==> src/include/align_config.svh <==
// Alignment buffer configuration
`ifndef ALIGN_CONFIG_SVH
`define ALIGN_CONFIG_SVH

// Width of instruction and fetch addresses
`define ALIGN_ADDR_W 32

// Width of one fetched word
`define ALIGN_WORD_W 32

// Response words held in the FIFO
// Three is the least that lets a split instruction wait for its second word
`define ALIGN_FIFO_DEPTH 3

// Fetches allowed in flight at once
// Together with the depth above this keeps the FIFO from overflowing
`define ALIGN_MAX_OUTSTANDING 2

`endif

==> src/verilog/fetch_bus_pkg.sv <==
// Fetch bus types
`include "align_config.svh"

package fetch_bus_pkg;

  //////////////////////////////////////////////////////////////////////
  // Response side of the fetch bus
  //////////////////////////////////////////////////////////////////////

  // One word returned by memory, in request order
  typedef struct packed {
    logic [`ALIGN_WORD_W-1:0] rdata;
    // Bus error for the whole word
    logic                     err;
  } fetch_resp_t;

  //////////////////////////////////////////////////////////////////////
  // Request side of the fetch bus
  //////////////////////////////////////////////////////////////////////

  // Branch indication to the prefetcher
  typedef struct packed {
    // Set for the fetch that starts a new stream
    logic                     branch;
    // Word aligned target, low two bits always zero
    logic [`ALIGN_ADDR_W-1:0] addr;
  } branch_req_t;

endpackage

==> src/verilog/instr_align_pkg.sv <==
// Instruction side types
`include "align_config.svh"

package instr_align_pkg;

  //////////////////////////////////////////////////////////////////////
  // Controller interface
  //////////////////////////////////////////////////////////////////////

  // Command from the core controller
  // pc_set and kill_if come together on a branch
  typedef struct packed {
    logic instr_req;
    logic pc_set;
    logic kill_if;
  } align_ctrl_t;

  // Instruction handed to the IF stage
  typedef struct packed {
    // Compressed instructions sit zero extended in the low half
    logic [`ALIGN_WORD_W-1:0] instr;
    logic                     err;
    logic [`ALIGN_ADDR_W-1:0] addr;
  } instr_out_t;

  // Index into the response FIFO
  typedef logic [$clog2(`ALIGN_FIFO_DEPTH)-1:0] fifo_ptr_t;

  //////////////////////////////////////////////////////////////////////
  // Decode helpers
  //////////////////////////////////////////////////////////////////////

  // RVC encoding uses every opcode quadrant except 2'b11
  function automatic logic is_compressed(input logic [15:0] halfword);
    return halfword[1:0] != 2'b11;
  endfunction

endpackage

==> src/verilog/align_buffer_top.sv <==
// Alignment buffer top level
`timescale 1ns/10ps
`include "align_config.svh"

module align_buffer_top
  import fetch_bus_pkg::*;
  import instr_align_pkg::*;
(
  input  logic                     clk,
  input  logic                     rst_n,
  // Controller
  input  align_ctrl_t              ctrl_i,
  input  logic [`ALIGN_ADDR_W-1:0] branch_addr_i,
  // Prefetcher
  output logic                     fetch_valid_o,
  input  logic                     fetch_ready_i,
  output branch_req_t              branch_o,
  // Response bus
  input  logic                     resp_valid_i,
  input  fetch_resp_t              resp_i,
  // IF stage
  output logic                     instr_valid_o,
  input  logic                     instr_ready_i,
  output instr_out_t               instr_o,
  output logic                     prefetch_busy_o
);

  //////////////////////////////////////////////////////////////////////
  // Internal wires
  //////////////////////////////////////////////////////////////////////

  logic        resp_accept;
  fetch_resp_t head, next;
  logic        head_valid, next_valid, head_stored;
  logic        advance, free_head, emit;

  // Request side with flush filtering
  fetch_request_ctrl u_req (
    .clk             (clk),
    .rst_n           (rst_n),
    .ctrl_i          (ctrl_i),
    .branch_addr_i   (branch_addr_i),
    .fetch_valid_o   (fetch_valid_o),
    .fetch_ready_i   (fetch_ready_i),
    .branch_o        (branch_o),
    .prefetch_busy_o (prefetch_busy_o),
    .resp_valid_i    (resp_valid_i),
    .resp_i          (resp_i),
    .resp_accept_o   (resp_accept),
    .emit_i          (emit)
  );

  // Word store
  resp_fifo u_fifo (
    .clk           (clk),
    .rst_n         (rst_n),
    .kill_i        (ctrl_i.kill_if),
    .resp_accept_i (resp_accept),
    .resp_i        (resp_i),
    .advance_i     (advance),
    .free_head_i   (free_head),
    .head_o        (head),
    .next_o        (next),
    .head_valid_o  (head_valid),
    .next_valid_o  (next_valid),
    .head_stored_o (head_stored)
  );

  // Output side
  instr_aligner u_align (
    .clk           (clk),
    .rst_n         (rst_n),
    .ctrl_i        (ctrl_i),
    .branch_addr_i (branch_addr_i),
    .head_i        (head),
    .next_i        (next),
    .head_valid_i  (head_valid),
    .next_valid_i  (next_valid),
    .head_stored_i (head_stored),
    .instr_valid_o (instr_valid_o),
    .instr_ready_i (instr_ready_i),
    .instr_o       (instr_o),
    .advance_o     (advance),
    .free_head_o   (free_head),
    .emit_o        (emit)
  );

endmodule

==> src/verilog/fetch_request_ctrl.sv <==
// Fetch request control
`timescale 1ns/10ps
`include "align_config.svh"

module fetch_request_ctrl
  import fetch_bus_pkg::*;
  import instr_align_pkg::*;
(
  input  logic                     clk,
  input  logic                     rst_n,
  // Controller command and branch target
  input  align_ctrl_t              ctrl_i,
  input  logic [`ALIGN_ADDR_W-1:0] branch_addr_i,
  // Prefetcher handshake
  output logic                     fetch_valid_o,
  input  logic                     fetch_ready_i,
  output branch_req_t              branch_o,
  output logic                     prefetch_busy_o,
  // Response bus
  input  logic                     resp_valid_i,
  input  fetch_resp_t              resp_i,
  output logic                     resp_accept_o,
  // Transfer pulse from the aligner, already one cycle late
  input  logic                     emit_i
);

  localparam int unsigned MAX_OUT = `ALIGN_MAX_OUTSTANDING;
  localparam int unsigned OUT_W   = $clog2(MAX_OUT + 1);
  // Two instructions per word at most
  localparam int unsigned CNT_W   = $clog2(2 * `ALIGN_FIFO_DEPTH + 1);

  // Fetches in flight and stale responses still to drop
  logic [OUT_W-1:0] out_cnt_q, out_cnt_n;
  logic [OUT_W-1:0] flush_q, flush_n, flush_branch;

  // Complete instructions sitting in the FIFO
  logic [CNT_W-1:0] instr_cnt_q, instr_cnt_n, instr_cnt_adj;

  // Write side position within the instruction stream
  logic             aligned_q, aligned_n;
  logic             complete_q, complete_n;
  logic [1:0]       n_incoming;
  logic             lo_compressed, hi_compressed;
  logic             fetch_accept;

  //////////////////////////////////////////////////////////////////////
  // Request decision
  //////////////////////////////////////////////////////////////////////

  assign instr_cnt_adj = instr_cnt_q - CNT_W'(emit_i);

  // Refill when the buffer runs dry, or early when nothing is in flight
  // A branch always fetches, subject only to the outstanding limit
  assign fetch_valid_o = ctrl_i.instr_req && (out_cnt_q < OUT_W'(MAX_OUT)) &&
                         ((instr_cnt_adj == '0) ||
                          ((instr_cnt_adj == CNT_W'(1)) && (out_cnt_q == '0)) ||
                          ctrl_i.pc_set);

  assign fetch_accept    = fetch_valid_o && fetch_ready_i;
  assign prefetch_busy_o = (out_cnt_q != '0) || fetch_valid_o;

  // Prefetcher only ever sees word addresses
  assign branch_o.branch = ctrl_i.pc_set;
  assign branch_o.addr   = {branch_addr_i[`ALIGN_ADDR_W-1:2], 2'b00};

  // Responses owed to an old stream are swallowed here
  assign resp_accept_o = resp_valid_i && (flush_q == '0);

  //////////////////////////////////////////////////////////////////////
  // Counters
  //////////////////////////////////////////////////////////////////////

  assign out_cnt_n = out_cnt_q + OUT_W'(fetch_accept) - OUT_W'(resp_valid_i);

  // Everything in flight is stale except a response landing right now
  assign flush_branch = out_cnt_q - OUT_W'(resp_valid_i);

  always_comb begin
    flush_n = flush_q;
    if (ctrl_i.pc_set) begin
      flush_n = flush_branch;
    end else if (resp_valid_i && (flush_q != '0)) begin
      flush_n = flush_q - OUT_W'(1);
    end
  end

  assign lo_compressed = is_compressed(resp_i.rdata[15:0]);
  assign hi_compressed = is_compressed(resp_i.rdata[31:16]);

  // Count whole instructions per accepted word
  always_comb begin
    aligned_n  = aligned_q;
    complete_n = complete_q;
    n_incoming = 2'd0;
    if (ctrl_i.pc_set) begin
      // Unaligned and complete marks an odd target with a dead low half
      aligned_n  = !branch_addr_i[1];
      complete_n = branch_addr_i[1];
    end else if (resp_accept_o) begin
      if (aligned_q && !lo_compressed) begin
        // Single 32-bit instruction, position unchanged
        n_incoming = 2'd1;
      end else begin
        // Low half ends an instruction unless it is the dead half
        n_incoming = (aligned_q || !complete_q) ? 2'd1 : 2'd0;
        if (hi_compressed) begin
          n_incoming = n_incoming + 2'd1;
          aligned_n  = 1'b1;
          complete_n = 1'b1;
        end else begin
          // Upper half starts a split instruction
          aligned_n  = 1'b0;
          complete_n = 1'b0;
        end
      end
    end
  end

  // Emits are subtracted one cycle late
  assign instr_cnt_n = ctrl_i.kill_if ? '0 :
                       instr_cnt_q + CNT_W'(n_incoming) - CNT_W'(emit_i);

  always_ff @(posedge clk or negedge rst_n) begin
    if (!rst_n) begin
      out_cnt_q   <= '0;
      flush_q     <= '0;
      instr_cnt_q <= '0;
      aligned_q   <= 1'b1;
      complete_q  <= 1'b1;
    end else begin
      out_cnt_q   <= out_cnt_n;
      flush_q     <= flush_n;
      instr_cnt_q <= instr_cnt_n;
      aligned_q   <= aligned_n;
      complete_q  <= complete_n;
    end
  end

  // The bus must never carry more fetches than the FIFO can absorb
  a_outstanding_limit: assert property (@(posedge clk) disable iff (!rst_n)
    out_cnt_q <= OUT_W'(MAX_OUT))
    else $error("outstanding fetch count above limit");

endmodule

==> src/verilog/instr_aligner.sv <==
// Instruction aligner
`timescale 1ns/10ps
`include "align_config.svh"

module instr_aligner
  import fetch_bus_pkg::*;
  import instr_align_pkg::*;
(
  input  logic                     clk,
  input  logic                     rst_n,
  input  align_ctrl_t              ctrl_i,
  input  logic [`ALIGN_ADDR_W-1:0] branch_addr_i,
  // Words presented by the FIFO
  input  fetch_resp_t              head_i,
  input  fetch_resp_t              next_i,
  input  logic                     head_valid_i,
  input  logic                     next_valid_i,
  input  logic                     head_stored_i,
  // IF stage handshake
  output logic                     instr_valid_o,
  input  logic                     instr_ready_i,
  output instr_out_t               instr_o,
  // FIFO read control
  output logic                     advance_o,
  output logic                     free_head_o,
  // Delayed transfer pulse for the request side
  output logic                     emit_o
);

  localparam int unsigned AW = `ALIGN_ADDR_W;

  logic [AW-1:0] addr_q, addr_n, addr_incr;
  logic          odd;
  logic          head_lo_c, head_hi_c;
  logic          split_valid;
  logic          transfer;
  logic          emit_q;

  assign odd       = addr_q[1];
  assign head_lo_c = is_compressed(head_i.rdata[15:0]);
  assign head_hi_c = is_compressed(head_i.rdata[31:16]);

  // Second word of a split is only real behind a stored head
  // With an empty FIFO the bus word is the head itself
  assign split_valid = head_stored_i && next_valid_i;

  //////////////////////////////////////////////////////////////////////
  // Output selection
  //////////////////////////////////////////////////////////////////////

  always_comb begin
    instr_o.addr  = addr_q;
    instr_o.err   = head_i.err;
    instr_valid_o = head_valid_i;
    if (!odd) begin
      instr_o.instr = head_lo_c ? {16'h0000, head_i.rdata[15:0]} : head_i.rdata;
    end else if (head_hi_c) begin
      instr_o.instr = {16'h0000, head_i.rdata[31:16]};
    end else begin
      // Split instruction, upper half of head then low half of next
      instr_o.instr = {next_i.rdata[15:0], head_i.rdata[31:16]};
      instr_o.err   = head_i.err | next_i.err;
      instr_valid_o = split_valid;
    end
    // Nothing leaves while the stream is being flushed
    if (ctrl_i.kill_if) begin
      instr_valid_o = 1'b0;
    end
  end

  assign transfer = instr_valid_o && instr_ready_i;

  // Head word is used up unless a compressed instruction took its low half
  assign free_head_o = odd || !head_lo_c;
  assign advance_o   = transfer;
  assign emit_o      = emit_q;

  //////////////////////////////////////////////////////////////////////
  // Address tracking
  //////////////////////////////////////////////////////////////////////

  assign addr_incr = {addr_q[AW-1:2], 2'b00} + AW'(4);

  always_comb begin
    if (odd) begin
      // An odd uncompressed one ends in the next word at its upper half
      addr_n = head_hi_c ? addr_incr : {addr_incr[AW-1:2], 2'b10};
    end else begin
      addr_n = head_lo_c ? {addr_q[AW-1:2], 2'b10} : addr_incr;
    end
  end

  always_ff @(posedge clk or negedge rst_n) begin
    if (!rst_n) begin
      addr_q <= '0;
      emit_q <= 1'b0;
    end else begin
      if (ctrl_i.pc_set) begin
        addr_q <= branch_addr_i;
      end else if (transfer) begin
        addr_q <= addr_n;
      end
      emit_q <= transfer;
    end
  end

  // Kill blanks the output and the FIFO comes back without old words
  a_kill_flush: assert property (@(posedge clk) disable iff (!rst_n)
    ctrl_i.kill_if |-> !instr_valid_o ##1 !head_stored_i)
    else $error("instruction valid during kill or stale word kept after kill");

  // Stalled output holds until taken, which relies on the FIFO keeping its words
  a_stall_stable: assert property (@(posedge clk) disable iff (!rst_n)
    instr_valid_o && !instr_ready_i ##1 !ctrl_i.kill_if |->
      instr_valid_o && $stable(instr_o))
    else $error("instruction changed while stalled");

endmodule

==> src/verilog/resp_fifo.sv <==
// Fetch response FIFO
`timescale 1ns/10ps
`include "align_config.svh"

module resp_fifo
  import fetch_bus_pkg::*;
  import instr_align_pkg::*;
(
  input  logic        clk,
  input  logic        rst_n,
  input  logic        kill_i,
  // Write side
  input  logic        resp_accept_i,
  input  fetch_resp_t resp_i,
  // Read side control from the aligner
  input  logic        advance_i,
  input  logic        free_head_i,
  // Two oldest words with bypass of the incoming one
  output fetch_resp_t head_o,
  output fetch_resp_t next_o,
  output logic        head_valid_o,
  output logic        next_valid_o,
  // Head comes from storage and not from the bus
  output logic        head_stored_o
);

  localparam int unsigned DEPTH = `ALIGN_FIFO_DEPTH;

  fetch_resp_t      mem_q [DEPTH];
  logic [DEPTH-1:0] valid_q, valid_n;
  fifo_ptr_t        wptr_q, rptr_q, rptr2;
  logic             pop;

  // Wrapping step through a non power of two depth
  function automatic fifo_ptr_t ptr_inc(input fifo_ptr_t ptr);
    return (ptr == fifo_ptr_t'(DEPTH - 1)) ? '0 : ptr + 1'b1;
  endfunction

  assign rptr2 = ptr_inc(rptr_q);

  // Head word is released once the emitted instruction used all of it
  assign pop = advance_i && free_head_i;

  //////////////////////////////////////////////////////////////////////
  // Valid bits and pointers
  //////////////////////////////////////////////////////////////////////

  // A word passing straight through is set and cleared in one go
  always_comb begin
    valid_n = valid_q;
    if (resp_accept_i) begin
      valid_n[wptr_q] = 1'b1;
    end
    if (pop) begin
      valid_n[rptr_q] = 1'b0;
    end
  end

  always_ff @(posedge clk or negedge rst_n) begin
    if (!rst_n) begin
      valid_q <= '0;
      wptr_q  <= '0;
      rptr_q  <= '0;
    end else if (kill_i) begin
      // Start over empty for the new stream
      valid_q <= '0;
      wptr_q  <= '0;
      rptr_q  <= '0;
    end else begin
      valid_q <= valid_n;
      if (resp_accept_i) begin
        wptr_q <= ptr_inc(wptr_q);
      end
      if (pop) begin
        rptr_q <= rptr2;
      end
    end
  end

  // Storage array
  always_ff @(posedge clk) begin
    if (resp_accept_i && !kill_i) begin
      mem_q[wptr_q] <= resp_i;
    end
  end

  //////////////////////////////////////////////////////////////////////
  // Read ports
  //////////////////////////////////////////////////////////////////////

  assign head_stored_o = valid_q[rptr_q];

  // Empty entries show the word on the bus
  assign head_o = valid_q[rptr_q] ? mem_q[rptr_q] : resp_i;
  assign next_o = valid_q[rptr2] ? mem_q[rptr2] : resp_i;

  assign head_valid_o = valid_q[rptr_q] || resp_accept_i;
  assign next_valid_o = valid_q[rptr2] || resp_accept_i;

  // The request limit has to keep a free slot for every accepted word
  a_no_overwrite: assert property (@(posedge clk) disable iff (!rst_n)
    resp_accept_i && !kill_i |-> !valid_q[wptr_q])
    else $error("response written over a valid FIFO entry");

endmodule
==> config.mk <==
export PLATFORM = sky130hd
export DESIGN_NAME = align_buffer_top
export DESIGN_NICKNAME = d
export VERILOG_FILES = /design/src/verilog/fetch_bus_pkg.sv /design/src/verilog/instr_align_pkg.sv /design/src/verilog/align_buffer_top.sv /design/src/verilog/fetch_request_ctrl.sv /design/src/verilog/instr_aligner.sv /design/src/verilog/resp_fifo.sv
export VERILOG_INCLUDE_DIRS = /design/src /design/src/include
export SDC_FILE = /design/constraint.sdc
export NUM_CORES = 1
export LEC_CHECK = 0
export BUFFER_PORTS_ARGS = -buffer_cell sky130_fd_sc_hd__buf_2
export CORE_ASPECT_RATIO = 0.9
export CORE_MARGIN = 2
export CORE_UTILIZATION = 30
export CTS_CLUSTER_DIAMETER = 50
export DETAILED_ROUTE_END_ITERATION = 12
export PLACE_DENSITY_LB_ADDON = 0.3
export SYNTH_ARGS = -nofsm -noshare
export SYNTH_HDL_FRONTEND = slang
export SYNTH_SLANG_ARGS = --single-unit
==> constraint.sdc <==
create_clock -name clk -period 6.69 [get_ports clk]
set_input_delay 0.669 -clock clk [delete_from_list [all_inputs] [get_ports clk]]
set_output_delay 0.669 -clock clk [all_outputs]
set_load 0.02 [all_outputs]
==> results.json <==
{
  "cp_max_fo": 108,
  "dp.final_hpwl_mm": 14.4,
  "cts_buffers": 17,
  "avgSynthCellArea_sq_um": 10.2,
  "cts_buffer_depth": 2,
  "fillCellCount": 2702,
  "via_per_inst": 5.03,
  "fin_worst_skew_ns": 0.0172,
  "routed_wl_mm": 21.6,
  "dp_cells": 1253,
  "clk_pin_slew_ns": 0.07,
  "synthTopCellsByArea": "edfxtp_1, dfrtp_1, mux2i_1, a21oi_1, nor2_1",
  "hold_viol": 0,
  "power.density_mw_per_mm2": 285,
  "slew_headroom_pct": 29.0,
  "nets": 1002,
  "cp_num_cells": 9,
  "area_growth_pct": 19.2,
  "yosysWarnings": 0,
  "insertion_delay_ns": 0.43,
  "track_usage_pct": 15.2,
  "dieArea_sq_mm": 0.0286,
  "p_int_w": 0.00180,
  "reg2reg_slack_ns": 2.79,
  "cts.sinks": 148,
  "yosysUniqueCellTypes": 59,
  "cts-htree-levels": 4,
  "io_pins": 174,
  "rsz0062_at_grt": "false",
  "cts_hold_buf": 0,
  "cp_top_family": "flip-flops",
  "synth_top_area_share_pct": 36.4,
  "p_leak_nw": 3.61,
  "post_cts_buffers": 0,
  "fin_crit_sh_pct": 72.1,
  "route.detailed.wl_per_inst_microns": 16.8,
  "status": "complete, no violations",
  "ys_ff_latch": 148,
  "cts_tree": "yes",
  "critPathLaunchType": "register",
  "synth_cells": 801,
  "worst_pin_slew_ns": 1.07,
  "die_w_microns": 178,
  "die_h_microns": 161,
  "max_freq_mhz": 207,
  "tns_ns": 0,
  "peakVddDrop_mv": 0.147,
  "cpPeakStageDelay_ns": 1.13,
  "crit_top_cell": "buf_4",
  "swShare_pct": 35.1,
  "worstHoldPathType": "primary input to async pin",
  "cts_root_buf": "clkbuf_16",
  "io_buffers": 171,
  "drive_above_1_share_pct": 26.2,
  "critPathKind": "register to primary output",
  "synth_edf_count": 99,
  "ff2ff_path_depth": 8,
  "first_global_vias": 6032,
  "regArea_sq_mm": 0.00421,
  "final_max_slew_viol_count": 0,
  "ys.flop_type": "edfxtp_1",
  "start_util_pct": 30.4,
  "crit_arrival_ns": 4.16,
  "worstPathRequired_ns": 6.02,
  "fp-row-count": 57,
  "grt_max_degree": 109,
  "power_frac_comb_pct": 25.8,
  "place_ws_ns": 2.30,
  "cp_slowest_cell": "dfrtp_4",
  "end_kind": "primary output",
  "stdcell_count": 1286,
  "maxCapViolations": 0,
  "p_sw_w": 0.000975,
  "pwr-share-clk_pct": 34.3,
  "place.gp.congestion": 0.805,
  "pwr-share-seq_pct": 39.9,
  "path_cells": "mux2_4 > a21oi_4 > buf_4 > o31ai_4 > buf_4 > nand2_1 > nor3_1 > a221o_1 > buf_2",
  "multi_input_area_sq_mm": 0.00350,
  "ys_seq_area_share_pct": 51.4,
  "antenna_found_initial": 0,
  "antenna_left": 0,
  "core_area_sq_mm": 0.0269,
  "drcViolationCount": 0,
  "ctsResizeCount": 0,
  "layout_min_cycle_time_ns": 4.83,
  "synthArstFlopShare_pct": 33.1,
  "grt_pass1_wl_mm": 33.5,
  "grt.overflow.total": 0,
  "drt_pass1_iterations": 4,
  "synth_area_sq_mm": 0.00817,
  "fin_ws_ns": 1.86,
  "synth_top_area_cell": "edfxtp_1",
  "drt_iter0_drc": 478,
  "vias": 6463,
  "setup_violations": 0,
  "crit_buf_inv": 3
}
-- power groups by stage --
stage          sequential, W  combinational, W  clock, W
2_1_floorplan        0.00113          0.000480         0
3_3_place_gp         0.00113          0.000713         0
3_5_place_dp         0.00113          0.000718         0
4_1_cts              0.00111          0.000721  0.000978
5_1_grt              0.00112          0.000785   0.00102
6_report             0.00111          0.000717  0.000952
-- registers in the layout (all words and copies together) (netlist names), 2 cells and up --
register	count
u_fifo.mem_q	99
u_align.addr_q	32
u_fifo.valid_q	3
u_req.instr_cnt_q	3
u_fifo.rptr_q	2
u_fifo.wptr_q	2
u_req.flush_q	2
u_req.out_cnt_q	2
-- cell families (layout without fill, tap and decap cells) --
family,Yosys count,after routing,share of synthesized area [%]
adders and majority gates,11,11,1.78
buffers and inverters,100,229,6.51
DFF,148,148,51.4
AOI/OAI and AO/OA,226,226,17.7
other,1,3,0.0459
and+or+nand+nor,236,236,13.1
xor gates and xnor gates,20,20,2.14
muxes,59,59,7.32
-- area by class of cell --
class | count | share of cell area [%]
Tap cell | 354 | 4.54
Clock buffer | 17 | 4.37
Sequential cell | 148 | 43.2
Multi-Input combinational cell | 554 | 35.9
Inverter | 15 | 0.578
Antenna cell | 1 | 0.0257
Timing Repair Buffer | 182 | 9.63
Clock inverter | 15 | 1.81
-- metal layers --
metal  up-vias  part of all wire, %  track usage [%]
li1       3138                    -                -
met1      3093                   49             22.1
met2       206                   44             22.7
met3        26                  5.2             2.65
met4         0                  1.8             5.07
met5         -                    0                0
-- final timing paths --
check                                           to        startpoint
worst min-delay path            u_align.addr_q[26]             rst_n
worst max-delay path                   instr_o[32]  u_fifo.rptr_q[1]
min in group clk                   u_req.aligned_q  branch_addr_i[1]
worst min register to register    u_req.flush_q[1]  u_req.flush_q[1]
max in group asynchronous         u_fifo.rptr_q[1]             rst_n
worst max register to register  u_align.addr_q[17]  u_fifo.rptr_q[1]
-- per-stage QoR --
stage | hold slack (ns) | total power, W | utilization (%) | cell area [sq um]
detailed placement | 0.566 | 0.00184 | 34.0 | 9140
global route | 0.393 | 0.00292 | 36.2 | 9740
finish | 0.348 | 0.00278 | 36.2 | 9750
CTS | 0.366 | 0.00281 | 36.2 | 9740
floorplan | 0.373 | 0.00161 | - | 8180
global placement | 0.550 | 0.00184 | 34.0 | 9140
-- cell usage in the layout (no fill, tap or decap), types with 3 or more instances in the layout --
cell type,Yosys,final
and2_1,7,7
nand2b_1,6,6
ha_1,10,10
and3_1,6,6
and4_1,5,5
clkbuf_16,0,17
a211o_1,3,3
o22ai_1,16,16
nand3b_1,3,3
mux2i_1,56,56
nand3_1,13,13
or3_1,3,3
a211oi_1,19,18
a31oi_1,13,13
nand4_1,6,6
o21ai_1,12,12
nor2b_1,4,4
or4_1,3,3
clkinv_8,0,5
buf_2,8,171
buf_4,39,11
a2111oi_2,9,9
dfrtp_1,47,45
nor3_1,5,4
nor2_1,119,119
edfxtp_1,99,99
xnor2_1,20,20
o211ai_1,4,4
nand4b_1,3,3
inv_6,0,3
o21ai_0,21,21
o31ai_1,3,3
nand2_1,47,47
a21oi_1,107,106
inv_1,15,15
a211oi_2,2,3
inv_8,0,4
-- cells in the mapped netlist, drive strengths merged (6+ instances only) --
cell / number
nor2: 119
a21oi: 108
edfxtp: 99
mux2i: 56
buf: 55
dfrtp: 47
nand2: 47
o21ai: 34
clkbuf: 30
a211oi: 21
xnor2: 20
o22ai: 16
inv: 15
a31oi: 13
nand3: 13
a2111oi: 12
ha: 10
and2: 7
and3: 6
nand2b: 6
nand4: 6
(Power assumes the default switching activity.)
